===== src/verilog/rv_pkg.sv =====
`default_nettype none

package rv_pkg;

    localparam int XLEN       = 32;
    localparam int REG_ADDR_W = 5;

    typedef logic [XLEN-1:0]       word_t;
    typedef logic [REG_ADDR_W-1:0] reg_addr_t;

    // major opcodes kept from RV32I
    typedef enum logic [6:0] {
        OPC_OP     = 7'b0110011,
        OPC_OP_IMM = 7'b0010011,
        OPC_LUI    = 7'b0110111,
        OPC_BRANCH = 7'b1100011,
        OPC_JAL    = 7'b1101111
    } opcode_t;

    typedef enum logic [2:0] {
        ALU_ADD,
        ALU_SUB,
        ALU_AND,
        ALU_OR,
        ALU_XOR,
        ALU_PASS_B
    } alu_op_t;

    typedef enum logic [1:0] {
        FS_IDLE,
        FS_REQ,
        FS_DROP
    } fetch_state_t;

    localparam logic [2:0] FUNCT3_BEQ = 3'b000;
    localparam logic [2:0] FUNCT3_BNE = 3'b001;

    // addi x0, x0, 0
    localparam word_t INSTR_NOP = 32'h0000_0013;

endpackage

`default_nettype wire


===== src/verilog/rv_issue_if.sv =====
`timescale 1ns/1ps
`default_nettype none

interface rv_issue_if
    import rv_pkg::*;
#(
    parameter int IADDR_BITS = 16
)
();

    logic                  valid;
    logic [IADDR_BITS-1:0] pc;
    alu_op_t               alu_op;
    reg_addr_t             rs1;
    reg_addr_t             rs2;
    reg_addr_t             rd;
    word_t                 imm;
    logic                  use_imm;
    logic                  reg_write;
    logic                  is_branch;
    logic                  is_jal;
    logic [2:0]            funct3;

    modport dec (
        output valid, pc, alu_op, rs1, rs2, rd, imm,
               use_imm, reg_write, is_branch, is_jal, funct3
    );

    modport exe (
        input  valid, pc, alu_op, rs1, rs2, rd, imm,
               use_imm, reg_write, is_branch, is_jal, funct3
    );

endinterface

`default_nettype wire


===== src/verilog/rv_fetch_ctrl.sv =====
`timescale 1ns/1ps
`default_nettype none

module rv_fetch_ctrl
    import rv_pkg::*;
#(
    parameter int IADDR_BITS = 16
)
(
    input  logic                  i_clk,
    input  logic                  i_rst_n,
    input  logic                  i_instr_ack,
    input  word_t                 i_instr_data,
    input  logic [IADDR_BITS-1:0] i_pc,
    input  logic                  i_redirect,
    output logic                  o_instr_req,
    output logic                  o_advance,
    output logic                  o_fetch_valid,
    output word_t                 o_fetch_instr,
    output logic [IADDR_BITS-1:0] o_fetch_pc
);

    fetch_state_t          state;
    fetch_state_t          state_next;
    logic [IADDR_BITS-1:0] drop_addr;

    always_comb
    begin
        state_next = state;
        case (state)
            FS_IDLE: state_next = FS_REQ;
            FS_REQ:
            begin
                // next address goes out right after an ack
                if (i_instr_ack)
                    state_next = FS_REQ;
                else if (i_redirect)
                    state_next = FS_DROP;
            end
            FS_DROP:
            begin
                if (i_instr_ack)
                    state_next = FS_REQ;
            end
            default: state_next = FS_IDLE;
        endcase
    end

    always_ff @(posedge i_clk or negedge i_rst_n)
    begin
        if (!i_rst_n)
            state <= FS_IDLE;
        else
            state <= state_next;
    end

    // counter already holds the target, keep the stale address on the bus
    always_ff @(posedge i_clk)
    begin
        if (state == FS_REQ && i_redirect && !i_instr_ack)
            drop_addr <= i_pc;
    end

    assign o_instr_req   = (state != FS_IDLE);
    assign o_fetch_pc    = (state == FS_DROP) ? drop_addr : i_pc;
    assign o_advance     = (state == FS_REQ) && i_instr_ack;
    assign o_fetch_valid = (state == FS_REQ) && i_instr_ack && !i_redirect;
    assign o_fetch_instr = i_instr_data;

    a_req_hold: assert property (
        @(posedge i_clk) disable iff (!i_rst_n)
        o_instr_req && !i_instr_ack |=> o_instr_req && $stable(o_fetch_pc)
    );

endmodule

`default_nettype wire


===== src/verilog/rv_pc_counter.sv =====
`timescale 1ns/1ps
`default_nettype none

module rv_pc_counter
#(
    parameter int                    IADDR_BITS = 16,
    parameter logic [IADDR_BITS-1:0] RESET_ADDR = '0
)
(
    input  logic                  i_clk,
    input  logic                  i_rst_n,
    input  logic                  i_advance,
    input  logic                  i_load,
    input  logic [IADDR_BITS-1:0] i_load_pc,
    output logic [IADDR_BITS-1:0] o_pc
);

    logic [IADDR_BITS-1:0] pc_q;

    // redirect wins over a step
    always_ff @(posedge i_clk or negedge i_rst_n)
    begin
        if (!i_rst_n)
            pc_q <= RESET_ADDR;
        else if (i_load)
            pc_q <= i_load_pc;
        else if (i_advance)
            pc_q <= pc_q + IADDR_BITS'(4);
    end

    assign o_pc = pc_q;

    a_target_aligned: assert property (
        @(posedge i_clk) disable iff (!i_rst_n)
        i_load |=> o_pc[1:0] == 2'b00
    );

endmodule

`default_nettype wire


===== src/verilog/rv_decode.sv =====
`timescale 1ns/1ps
`default_nettype none

module rv_decode
    import rv_pkg::*;
#(
    parameter int IADDR_BITS = 16
)
(
    input  logic                  i_clk,
    input  logic                  i_rst_n,
    input  logic                  i_fetch_valid,
    input  word_t                 i_fetch_instr,
    input  logic [IADDR_BITS-1:0] i_fetch_pc,
    input  logic                  i_flush,
    output logic                  o_inv_inst,
    rv_issue_if.dec               issue
);

    word_t                 instr_q;
    logic [IADDR_BITS-1:0] pc_q;
    logic                  valid_q;
    opcode_t               opcode;
    logic [2:0]            funct3;
    logic [6:0]            funct7;
    word_t                 imm_i;
    word_t                 imm_u;
    word_t                 imm_b;
    word_t                 imm_j;
    logic                  supported;

    always_ff @(posedge i_clk or negedge i_rst_n)
    begin
        if (!i_rst_n)
        begin
            instr_q <= INSTR_NOP;
            valid_q <= 1'b0;
        end
        else
        begin
            valid_q <= i_fetch_valid && !i_flush;
            if (i_fetch_valid)
                instr_q <= i_fetch_instr;
        end
    end

    always_ff @(posedge i_clk)
    begin
        if (i_fetch_valid)
            pc_q <= i_fetch_pc;
    end

    assign opcode = opcode_t'(instr_q[6:0]);
    assign funct3 = instr_q[14:12];
    assign funct7 = instr_q[31:25];

    assign imm_i = {{20{instr_q[31]}}, instr_q[31:20]};
    assign imm_u = {instr_q[31:12], 12'b0};
    assign imm_b = {{19{instr_q[31]}}, instr_q[31], instr_q[7], instr_q[30:25],
                    instr_q[11:8], 1'b0};
    assign imm_j = {{11{instr_q[31]}}, instr_q[31], instr_q[19:12], instr_q[20],
                    instr_q[30:21], 1'b0};

    always_comb
    begin
        supported       = 1'b1;
        issue.alu_op    = ALU_ADD;
        issue.imm       = imm_i;
        issue.use_imm   = 1'b0;
        issue.reg_write = 1'b0;
        issue.is_branch = 1'b0;
        issue.is_jal    = 1'b0;
        case (opcode)
            OPC_OP:
            begin
                issue.reg_write = 1'b1;
                case ({funct7, funct3})
                    {7'b0000000, 3'b000}: issue.alu_op = ALU_ADD;
                    {7'b0100000, 3'b000}: issue.alu_op = ALU_SUB;
                    {7'b0000000, 3'b100}: issue.alu_op = ALU_XOR;
                    {7'b0000000, 3'b110}: issue.alu_op = ALU_OR;
                    {7'b0000000, 3'b111}: issue.alu_op = ALU_AND;
                    default: supported = 1'b0;
                endcase
            end
            OPC_OP_IMM:
            begin
                // only addi is kept
                issue.use_imm   = 1'b1;
                issue.reg_write = 1'b1;
                supported       = (funct3 == 3'b000);
            end
            OPC_LUI:
            begin
                issue.alu_op    = ALU_PASS_B;
                issue.imm       = imm_u;
                issue.use_imm   = 1'b1;
                issue.reg_write = 1'b1;
            end
            OPC_BRANCH:
            begin
                issue.imm       = imm_b;
                issue.is_branch = 1'b1;
                supported       = (funct3 == FUNCT3_BEQ) || (funct3 == FUNCT3_BNE);
            end
            OPC_JAL:
            begin
                issue.imm       = imm_j;
                issue.is_jal    = 1'b1;
                issue.reg_write = 1'b1;
            end
            default: supported = 1'b0;
        endcase
    end

    assign issue.valid  = valid_q && supported;
    assign issue.pc     = pc_q;
    assign issue.rs1    = instr_q[19:15];
    assign issue.rs2    = instr_q[24:20];
    assign issue.rd     = instr_q[11:7];
    assign issue.funct3 = funct3;

    assign o_inv_inst = valid_q && !supported;

endmodule

`default_nettype wire


===== src/verilog/rv_regs.sv =====
`timescale 1ns/1ps
`default_nettype none

module rv_regs
    import rv_pkg::*;
(
    input  logic      i_clk,
    input  logic      i_rst_n,
    input  reg_addr_t i_rs1,
    input  reg_addr_t i_rs2,
    input  logic      i_we,
    input  reg_addr_t i_rd,
    input  word_t     i_wdata,
    output word_t     o_rdata1,
    output word_t     o_rdata2
);

    // x0 has no storage
    word_t mem [1:31];

    always_ff @(posedge i_clk)
    begin
        if (i_we && i_rd != '0)
            mem[i_rd] <= i_wdata;
    end

    // same-cycle write is bypassed to the readers
    assign o_rdata1 = (i_rs1 == '0)                 ? '0      :
                      (i_we && i_rd == i_rs1)        ? i_wdata :
                                                      mem[i_rs1];
    assign o_rdata2 = (i_rs2 == '0)                 ? '0      :
                      (i_we && i_rd == i_rs2)        ? i_wdata :
                                                      mem[i_rs2];

    a_write_visible: assert property (
        @(posedge i_clk) disable iff (!i_rst_n)
        i_we && i_rd != '0 ##1 i_rs1 == $past(i_rd) && !i_we
            |-> o_rdata1 == $past(i_wdata)
    );

endmodule

`default_nettype wire


===== src/verilog/rv_execute.sv =====
`timescale 1ns/1ps
`default_nettype none

module rv_execute
    import rv_pkg::*;
#(
    parameter int IADDR_BITS = 16
)
(
    input  logic                  i_clk,
    input  logic                  i_rst_n,
    input  word_t                 i_rdata1,
    input  word_t                 i_rdata2,
    rv_issue_if.exe               issue,
    output reg_addr_t             o_rs1,
    output reg_addr_t             o_rs2,
    output logic                  o_redirect,
    output logic [IADDR_BITS-1:0] o_redirect_pc,
    output logic                  o_wb_we,
    output reg_addr_t             o_wb_rd,
    output word_t                 o_wb_data,
    output logic                  o_retire_valid,
    output logic [IADDR_BITS-1:0] o_retire_pc
);

    word_t op_b;
    word_t alu_res;
    word_t link;
    word_t result;
    logic  equal;
    logic  cond;
    logic  go;
    logic  redirect_q;

    assign o_rs1 = issue.rs1;
    assign o_rs2 = issue.rs2;

    assign op_b = issue.use_imm ? issue.imm : i_rdata2;

    always_comb
    begin
        case (issue.alu_op)
            ALU_ADD: alu_res = i_rdata1 + op_b;
            ALU_SUB: alu_res = i_rdata1 - op_b;
            ALU_AND: alu_res = i_rdata1 & op_b;
            ALU_OR:  alu_res = i_rdata1 | op_b;
            ALU_XOR: alu_res = i_rdata1 ^ op_b;
            default: alu_res = op_b;
        endcase
    end

    assign link   = word_t'(issue.pc) + word_t'(4);
    assign result = issue.is_jal ? link : alu_res;

    // decode only lets beq and bne through
    assign equal = (i_rdata1 == i_rdata2);
    assign cond  = (issue.funct3 == FUNCT3_BNE) ? !equal : equal;

    // slot after a redirect holds nothing
    assign go            = issue.valid && !redirect_q;
    assign o_redirect    = go && (issue.is_jal || (issue.is_branch && cond));
    assign o_redirect_pc = issue.pc + issue.imm[IADDR_BITS-1:0];

    always_ff @(posedge i_clk or negedge i_rst_n)
    begin
        if (!i_rst_n)
        begin
            redirect_q     <= 1'b0;
            o_retire_valid <= 1'b0;
            o_wb_we        <= 1'b0;
        end
        else
        begin
            redirect_q     <= o_redirect;
            o_retire_valid <= go;
            o_wb_we        <= go && issue.reg_write;
        end
    end

    always_ff @(posedge i_clk)
    begin
        o_wb_rd     <= issue.reg_write ? issue.rd : '0;
        o_wb_data   <= issue.reg_write ? result : '0;
        o_retire_pc <= issue.pc;
    end

    a_we_needs_valid: assert property (
        @(posedge i_clk) disable iff (!i_rst_n)
        o_wb_we |-> o_retire_valid
    );

    // the word behind a taken redirect never reaches the issue slot
    a_shadow_dropped: assert property (
        @(posedge i_clk) disable iff (!i_rst_n)
        o_redirect |=> !issue.valid
    );

endmodule

`default_nettype wire


===== src/verilog/rv_core.sv =====
`timescale 1ns/1ps
`default_nettype none

module rv_core
#(
    parameter int                    IADDR_BITS = 16,
    parameter logic [IADDR_BITS-1:0] RESET_ADDR = '0
)
(
    input  logic                  i_clk,
    input  logic                  i_rst_n,
    output logic                  o_instr_req,
    output logic [IADDR_BITS-1:0] o_instr_addr,
    input  logic                  i_instr_ack,
    input  rv_pkg::word_t         i_instr_data,
    output logic                  o_retire_valid,
    output logic                  o_retire_we,
    output logic [IADDR_BITS-1:0] o_retire_pc,
    output rv_pkg::reg_addr_t     o_retire_rd,
    output rv_pkg::word_t         o_retire_data,
    output logic                  o_inv_inst
);

    logic                  advance;
    logic [IADDR_BITS-1:0] pc;
    logic                  fetch_valid;
    rv_pkg::word_t         fetch_instr;
    logic                  redirect;
    logic [IADDR_BITS-1:0] redirect_pc;
    rv_pkg::reg_addr_t     rs1;
    rv_pkg::reg_addr_t     rs2;
    rv_pkg::word_t         rdata1;
    rv_pkg::word_t         rdata2;

    rv_issue_if #(.IADDR_BITS(IADDR_BITS)) issue_bus ();

    rv_fetch_ctrl #(.IADDR_BITS(IADDR_BITS)) u_fetch (
        .i_clk         (i_clk),
        .i_rst_n       (i_rst_n),
        .i_instr_ack   (i_instr_ack),
        .i_instr_data  (i_instr_data),
        .i_pc          (pc),
        .i_redirect    (redirect),
        .o_instr_req   (o_instr_req),
        .o_advance     (advance),
        .o_fetch_valid (fetch_valid),
        .o_fetch_instr (fetch_instr),
        .o_fetch_pc    (o_instr_addr)
    );

    rv_pc_counter #(.IADDR_BITS(IADDR_BITS), .RESET_ADDR(RESET_ADDR)) u_pc (
        .i_clk     (i_clk),
        .i_rst_n   (i_rst_n),
        .i_advance (advance),
        .i_load    (redirect),
        .i_load_pc (redirect_pc),
        .o_pc      (pc)
    );

    rv_decode #(.IADDR_BITS(IADDR_BITS)) u_decode (
        .i_clk         (i_clk),
        .i_rst_n       (i_rst_n),
        .i_fetch_valid (fetch_valid),
        .i_fetch_instr (fetch_instr),
        .i_fetch_pc    (o_instr_addr),
        .i_flush       (redirect),
        .o_inv_inst    (o_inv_inst),
        .issue         (issue_bus.dec)
    );

    rv_regs u_regs (
        .i_clk    (i_clk),
        .i_rst_n  (i_rst_n),
        .i_rs1    (rs1),
        .i_rs2    (rs2),
        .i_we     (o_retire_we),
        .i_rd     (o_retire_rd),
        .i_wdata  (o_retire_data),
        .o_rdata1 (rdata1),
        .o_rdata2 (rdata2)
    );

    rv_execute #(.IADDR_BITS(IADDR_BITS)) u_execute (
        .i_clk          (i_clk),
        .i_rst_n        (i_rst_n),
        .i_rdata1       (rdata1),
        .i_rdata2       (rdata2),
        .issue          (issue_bus.exe),
        .o_rs1          (rs1),
        .o_rs2          (rs2),
        .o_redirect     (redirect),
        .o_redirect_pc  (redirect_pc),
        .o_wb_we        (o_retire_we),
        .o_wb_rd        (o_retire_rd),
        .o_wb_data      (o_retire_data),
        .o_retire_valid (o_retire_valid),
        .o_retire_pc    (o_retire_pc)
    );

endmodule

`default_nettype wire


===== config.mk =====
export PLATFORM = sky130hd
export DESIGN_NAME = rv_core
export DESIGN_NICKNAME = d
export VERILOG_FILES = /design/src/verilog/rv_pkg.sv /design/src/verilog/rv_issue_if.sv /design/src/verilog/rv_fetch_ctrl.sv /design/src/verilog/rv_pc_counter.sv /design/src/verilog/rv_decode.sv /design/src/verilog/rv_regs.sv /design/src/verilog/rv_execute.sv /design/src/verilog/rv_core.sv
export SDC_FILE = /design/constraint.sdc
export NUM_CORES = 2
export LEC_CHECK = 0
export BUFFER_PORTS_ARGS = -buffer_cell sky130_fd_sc_hd__buf_2
export CORE_ASPECT_RATIO = 1.1
export CORE_MARGIN = 2
export CORE_UTILIZATION = 35
export DETAILED_ROUTE_END_ITERATION = 12
export PLACE_DENSITY = 0.54
export SKIP_LAST_GASP = 1
export SLEW_MARGIN = 20
export SYNTH_ARGS = -nofsm -noshare
export SYNTH_HDL_FRONTEND = slang
export SYNTH_HIERARCHICAL = 1
export SYNTH_SLANG_ARGS = --single-unit

===== constraint.sdc =====
create_clock -name i_clk -period 9.9 [get_ports i_clk]
set_input_delay 1.98 -clock i_clk [delete_from_list [all_inputs] [get_ports i_clk]]
set_output_delay 1.98 -clock i_clk [all_outputs]
set_load 0.01 [all_outputs]

# Word level (Yosys, flattened, before mapping)
# Memory sizes are Yosys's and may differ from the RTL's.
# Index checks and enable logic that the tools add are counted.
dict set report totals {
  register_bits 139
  mem_bits_rw 992
  out_inout_bits 73
  mem_count 1
}
# name depth width read_ports rd_ports_with_merged_regs wr line_no
set mem_list {}
lappend mem_list {u_regs.mem 31 32 2 0 1 rv_regs.sv:19} ;# word_t mem [1:31];
dict set report op_classes {
  n_addsub 5
  n_eq_ne 21
  n_mux 26
  n_bitwise 3
  n_reduce_logical 35
}
# operator n
set op_table {}
lappend op_table {{$mux W32} 6}
lappend op_table {{$pmux W32 S5} 1}
lappend op_table {{$pmux W31 S3} 1}
lappend op_table {{$mux W16} 3}
lappend op_table {{$add A32 B32 Y32} 1}
lappend op_table {{$and A32 B32 Y32} 1}
lappend op_table {{$eq A32 B32 Y1} 1}
lappend op_table {{$or A32 B32 Y32} 1}
lappend op_table {{$sub A32 B32 Y32} 1}
lappend op_table {{$xor A32 B32 Y32} 1}
lappend op_table {{$eq A10 B3 Y1 const B} 3}
lappend op_table {{$add A16 B3 Y17 const B} 1}
lappend op_table {{$add A16 B16 Y16} 1}
lappend op_table {{$add A16 B3 Y16 const B} 1}
lappend op_table {{$eq A7 B6 Y1 const B} 2}
lappend op_table {{$eq A7 B7 Y1 const B} 2}
lappend op_table {{$logic_and A1 B1 Y1} 14}
lappend op_table {{$pmux W3 S4} 1}
lappend op_table {{$eq A10 B9 Y1 const B} 1}
lappend op_table {{$eq A5 B5 Y1} 2}
lappend op_table {{$logic_not A10 Y1} 1}
lappend op_table {{$logic_not A5 Y1} 2}
lappend op_table {{$mux W1} 8}
lappend op_table {{$eq A7 B5 Y1 const B} 1}
lappend op_table {{other kinds (21)} 33}

# Depth between registers and ports, before layout
dict set report depth {
  ltp_word 13
  depth_mapped 30
  ltp_nobuf 23
}

# Modules after synthesis
# The synthesis kept the hierarchy.
# module instances cells_each area_per_inst_um2 seq_area_each_um2
set modules_own_cells {}
lappend modules_own_cells {rv_regs 1 2759 47200.3 29788.6}
lappend modules_own_cells {rv_execute 1 1053 7922.6 1136.1}
lappend modules_own_cells {rv_decode 1 186 2381.0 1310.0}
lappend modules_own_cells {rv_fetch_ctrl 1 78 1091.0 530.5}
lappend modules_own_cells {rv_pc_counter 1 95 889.6 400.4}

# Worst setup path before layout
# OpenSTA, ideal clock, no wires.
dict set report synth_path {
  path_type {reg2reg}
  start {register u_decode.instr_q[20]}
  end {register u_execute.o_wb_data[27]}
  arrival_time_ns 5.423
  required_ns 9.805
  setup_slack_ns 4.381
  path_stages_with_launch 29
  path_buffers 6
  synth_period_minus_slack_ns 5.519
  cell_sequence {dfrtp_1 > buf_4 > buf_4 > buf_6 > buf_8 > buf_12 > buf_6 > mux2i_1 > a2bb2oi_1 > a21oi_1 > a2111o_1 > a32o_1 > mux2i_1 > ha_1 > o21ai_0 > nor2_1 > nand2_1 > o21ai_0 > xnor2_1 > ha_1 > a211oi_1 > o21bai_1 > a211oi_1 > o21ai_0 > a221o_1 > a31oi_2 > xnor2_1 > nand2_1 > a221oi_1}
}
dict set report synth_via {
  elab_chain_cells 8
}
# element line_no
set synth_lines {}
lappend synth_lines {{from (decl)} rv_decode.sv:20} ;# word_t instr_q;
lappend synth_lines {{from (signal assigned)} rv_decode.sv:43} ;# instr_q <= i_fetch_instr;
lappend synth_lines {{branches (longest 3 deep; another with $mem_v2 Z31 W32)} -}
lappend synth_lines {{$mux W32 (*)} rv_regs.sv:31} ;# assign o_rdata2 = (i_rs2 == '0) ? '0 :
lappend synth_lines {{net rdata2[0]} rv_core.sv:33} ;# rv_pkg::word_t rdata2;
lappend synth_lines {{$mux W32 (*)} rv_execute.sv:38} ;# assign op_b = issue.use_imm ? issue.imm : i_rdata2;
lappend synth_lines {{$sub A32 B32 Y32 or $add A32 B32 Y32 (tied branches)} {rv_execute.sv:44, rv_execute.sv:43}}
lappend synth_lines {{$pmux W32 S5 (*)} rv_execute.sv:42} ;# case (issue.alu_op)
lappend synth_lines {{$mux W32 (*)} rv_execute.sv:53} ;# assign result = issue.is_jal ? link : alu_res;
lappend synth_lines {{to (signal assigned)} rv_execute.sv:83} ;# o_wb_data <= issue.reg_write ? result : '0;
lappend synth_lines {{to (decl)} rv_execute.sv:21} ;# output word_t o_wb_data,
# Mark *: on every way through the listed nets, which the timed path passes.
# A chain may end at the register's enable or synchronous reset.

# Worst setup path in the final report
dict set report layout_path {
  start {register u_decode.instr_q[20]}
  end {register u_execute.o_wb_data[24]}
}
# Same word-level chain as after synthesis.

==> key figures <==
Outcome
  • Run status: finished, final reports clean

Pwr
  • Internal power: slightly above 9 mW
  • Sw Pwr: around 4 mW
  • Pwr/cell area: between 150 and 200 nW/um2
  • Sequential power share: 0.416
  • Switching power as a share of total power: 0.305
  • Proportion of power drawn by combinational gates: 0.233
  • Sum of internal, switching and leakage power: between 10 and 15 mW
  • Clock share of power: 0.351
  • IR Drop Worst-Case VDD: about 0.19 mV
  • P_leak: 22.2 nW

STA
  • Final max-slew violation count: 0
  • Final setup violation count: 0
  • Number of hold-slack violations in the final timing report: 0
  • Post-layout min period: 7.74 ns
  • Final worst setup slack: roughly 2.2 ns
  • Relative slew slack: 0.231
  • Least-Margin Pin Slew: around 1.1 ns
  • Sum of negative setup slack: 0 ns
  • Fin crit share: 0.782
  • Clk_skew: just under 0.05 ns
  • RSZ-0062 raised after global routing: no
  • Maximum frequency from static timing analysis: around 130 MHz

CTS
  • Root buffer cell: sky130_fd_sc_hd__clkbuf_16
  • Post-CTS Setup Bufs: 0
  • CTS H-Tree Depth: 3
  • Cts bufs inserted: approximately 120
  • Clock transition at the registers of the reported paths: approximately 0.06 ns
  • Clock sinks: about 1100
  • Clock Latency Late Sink: 0.78 ns
  • CTS tree: yes
  • Count of instances resized after the clock tree is built: 0
  • CTS hold repair buffers: 0
  • Max clock buf depth: 3

Die
  • Boundary Pins: around 110
  • Std cell rows: ~160
  • Core Box Area: roughly 170000 um2
  • Die Height: around 440 um
  • Initial cell density of the core: 0.353
  • Overall die width: approximately 400 um
  • Die area: between 150000 and 200000 um2

Place
  • Placement-stage cell area: about 63000 um2
  • HPWL after detailed placement: roughly 130 mm
  • Post-placement setup slack: 2.32 ns
  • Buffers added on ports: ~110
  • Final Wtd Congestion: between 0.9 and 1
  • Placed insts: between 6000 and 7000

Logic synthesis
  • Number of enable flip-flop cells after synthesis: approximately 1000
  • Cell types with the largest area share after synthesis: sky130_fd_sc_hd__edfxtp_1 52%, sky130_fd_sc_hd__mux4_2 11%, sky130_fd_sc_hd__mux2i_1 5.0%, sky130_fd_sc_hd__ha_1 2.4%, sky130_fd_sc_hd__mux2_2 2.3%
  • Synth Warn #: 6
  • Post-Syn Instances: 4171
  • Predominant post-synthesis flop cell: sky130_fd_sc_hd__edfxtp_1
  • Average cell area after synthesis: around 14 um2
  • Count of cell types in the netlist: 102
  • Async set or reset register ratio after synthesis: 0.0477
  • Fraction of the yosys area taken by sequential cells: 0.558
  • Flip-flop and latch count after synthesis: 1131
  • Post-synthesis instance area: roughly 59000 um2
  • Top-area cell type share of the netlist area: 0.517
  • Synth area leader: sky130_fd_sc_hd__edfxtp_1
  • Syn_nets: between 4000 and 5000

Finish
  • Area grow syn2layout: 11.7%
  • Nets: 4346
  • Number of cells in the finished layout apart from fillers: 6537
  • Final non-filler cell area: 66500 um2
  • Fraction of layout cells with a size suffix above 1: 0.239
  • Leading cell type in the layout, fill and taps excluded: sky130_fd_sc_hd__edfxtp_1
  • Highest-count cells in the layout ignoring fill and taps: 1024 x sky130_fd_sc_hd__edfxtp_1, 303 x sky130_fd_sc_hd__mux4_2, 296 x sky130_fd_sc_hd__mux2i_1

Setup path
  • Highest fanout seen on the critical path: 64
  • Type of origin of the critical path: flop
  • Required time worst endpoint: around 11 ns
  • Critical path data arrival time: about 8.3 ns
  • Critical Setup Path Class: flop to flop
  • Setup crit end kind: flop

Global routing
  • Number of global-route vias before repair: ~40000
  • Pin count of the biggest net entering global routing: ~110
  • Total global routing track utilization: 0.245
  • Global route overflow: 0
  • Wire length of the first global-routing pass: between 300 and 400 mm
  • Initial antenna violation count: 7

Route
  • First-pass DRT Iterations: 5
  • Detailed-route via count: between 40000 and 50000
  • Detailed Route WL: between 200 and 250 mm
  • Remaining antenna violation count: 0
  • Routed len/inst: between 30 and 40 um
  • Number of vias per cell: 6.13
  • Number of remaining DRC errors: 0
  • Drt initial violations: 4533

Worst hold path
  • Path category of the worst min-delay check: flop to flop

Job
  • Count of max-cap constraint violations: 0
-- synthesized netlist by cell type (32+ instances only) --
| library cell | instances |
|---|---|
| sky130_fd_sc_hd__o21ai_0 | 100 |
| sky130_fd_sc_hd__dfrtp_1 | 51 |
| sky130_fd_sc_hd__mux2i_1 | 296 |
| sky130_fd_sc_hd__buf_4 | 79 |
| sky130_fd_sc_hd__ha_1 | 114 |
| sky130_fd_sc_hd__a21o_1 | 32 |
| sky130_fd_sc_hd__xor2_1 | 51 |
| sky130_fd_sc_hd__nand2_1 | 238 |
| sky130_fd_sc_hd__inv_1 | 87 |
| sky130_fd_sc_hd__dfxtp_1 | 53 |
| sky130_fd_sc_hd__nor2b_1 | 40 |
| sky130_fd_sc_hd__xnor2_1 | 77 |
| sky130_fd_sc_hd__nor3_1 | 41 |
| sky130_fd_sc_hd__mux2_2 | 121 |
| sky130_fd_sc_hd__a221oi_1 | 36 |
| sky130_fd_sc_hd__a31oi_1 | 39 |
| sky130_fd_sc_hd__edfxtp_1 | 1024 |
| sky130_fd_sc_hd__o22ai_1 | 100 |
| sky130_fd_sc_hd__a21oi_1 | 147 |
| sky130_fd_sc_hd__a211oi_1 | 71 |
| sky130_fd_sc_hd__buf_2 | 97 |
| sky130_fd_sc_hd__mux4_2 | 303 |
| sky130_fd_sc_hd__nor2_1 | 218 |
| sky130_fd_sc_hd__nand3_1 | 38 |
| sky130_fd_sc_hd__a22oi_1 | 36 |
| sky130_fd_sc_hd__clkbuf_1 | 144 |
| sky130_fd_sc_hd__o2111ai_1 | 37 |
-- routing by layer --
metal  share of wire  wire (um)  GRT usage
met1            0.41      87400      0.327
met5        0.000051         11          0
met4           0.047      10200      0.109
met3           0.077      16600     0.0397
met2            0.47     101000      0.391
-- power by group through the flow --
| stage | registers [mW] | clock network (mW) | logic (mW) |
|---|---|---|---|
| finish | 5.44 | 4.59 | 3.04 |
| global route | 5.45 | 4.84 | 3.24 |
| CTS | 5.44 | 4.66 | 2.99 |
| detailed placement | 5.54 | 0 | 2.97 |
| global placement | 5.54 | 0 | 2.97 |
| floorplan | 5.47 | 0 | 2.07 |
-- worst max-delay path, stage by stage (launching register included) --
cell and delay, ns:
sky130_fd_sc_hd__dfrtp_4 1.02, sky130_fd_sc_hd__buf_12 0.48, sky130_fd_sc_hd__mux4_2 0.59, sky130_fd_sc_hd__mux2i_1 0.23
sky130_fd_sc_hd__o211ai_1 0.21, sky130_fd_sc_hd__a32o_1 0.47, sky130_fd_sc_hd__mux2i_1 0.40, sky130_fd_sc_hd__ha_1 0.27
sky130_fd_sc_hd__o21ai_0 0.19, sky130_fd_sc_hd__nor2_1 0.28, sky130_fd_sc_hd__nand2_1 0.27, sky130_fd_sc_hd__nor3_4 0.42
sky130_fd_sc_hd__a21oi_1 0.14, sky130_fd_sc_hd__xnor2_1 0.17, sky130_fd_sc_hd__ha_1 0.37, sky130_fd_sc_hd__and3_1 0.22
sky130_fd_sc_hd__and3_1 0.25, sky130_fd_sc_hd__o2111a_1 0.18, sky130_fd_sc_hd__nor3_1 0.33, sky130_fd_sc_hd__o21bai_1 0.16
sky130_fd_sc_hd__xnor2_1 0.19, sky130_fd_sc_hd__nand2_1 0.11, sky130_fd_sc_hd__a221oi_1 0.45
-- cells by family (layout without fill, tap and decap cells) --
| kind of cell | Yosys count | after routing | synth area share |
|---|---|---|---|
| AO/OA/AOI/OAI | 863 | 863 | 0.104 |
| XOR/XNOR | 129 | 129 | 0.0191 |
| adder cells (fa/ha/maj) | 116 | 116 | 0.0247 |
| buffers and inverters | 458 | 583 | 0.0407 |
| flip-flops | 1131 | 1131 | 0.558 |
| multiplexers | 748 | 748 | 0.195 |
| other | 0 | 1 | 0 |
| AND/OR/NAND/NOR | 726 | 726 | 0.0588 |
-- registers in the layout, summed over array words and instances (netlist names) --
register                  count
u_execute/o_retire_pc        16
u_fetch/state                 2
u_execute/o_retire_valid      1
u_decode/issue.pc            16
u_pc/o_pc                    16
u_execute/o_wb_data          32
u_decode/instr_q             32
u_regs/mem                  992
u_execute/o_wb_rd             5
u_execute/redirect_q          1
u_decode/valid_q              1
u_execute/o_wb_we             1
u_fetch/drop_addr            16
-- final timing paths --
path / start / cells after the start / to / slack [ns]
max: u_decode/instr_q[20] / 22 / u_execute/o_wb_data[24] / 2.16
min: u_execute/redirect_q / 1 / u_execute/o_retire_valid / 0.45
max reg2reg: u_decode/instr_q[20] / 22 / u_execute/o_wb_data[24] / 2.16
min reg2reg: u_execute/redirect_q / 1 / u_execute/o_retire_valid / 0.45
max in group asynchronous: i_rst_n / 2 / u_decode/instr_q[16] / 7.86
min in group asynchronous: i_rst_n / 2 / u_decode/instr_q[19] / 1.38
-- cell type report --
class                   count  area (um2)
inverters                  93         349
repair buffers            270        1900
flip-flops and latches   1131       33200
well taps                2240        2800
clock inverters            56         649
diodes                      1        2.50
clock buffers             164        3310
multi-input cells        2582       24300
fillers                 15556      102000
-- per-stage QoR --
stage / hold slack [ns] / util
2_1_floorplan: 0.376 / -
3_3_place_gp: 0.452 / 0.371
3_5_place_dp: 0.445 / 0.371
4_1_cts: 0.460 / 0.394
5_1_grt: 0.478 / 0.394
6_report: 0.454 / 0.394
No activity file was read; power rests on OpenSTA's default activity.
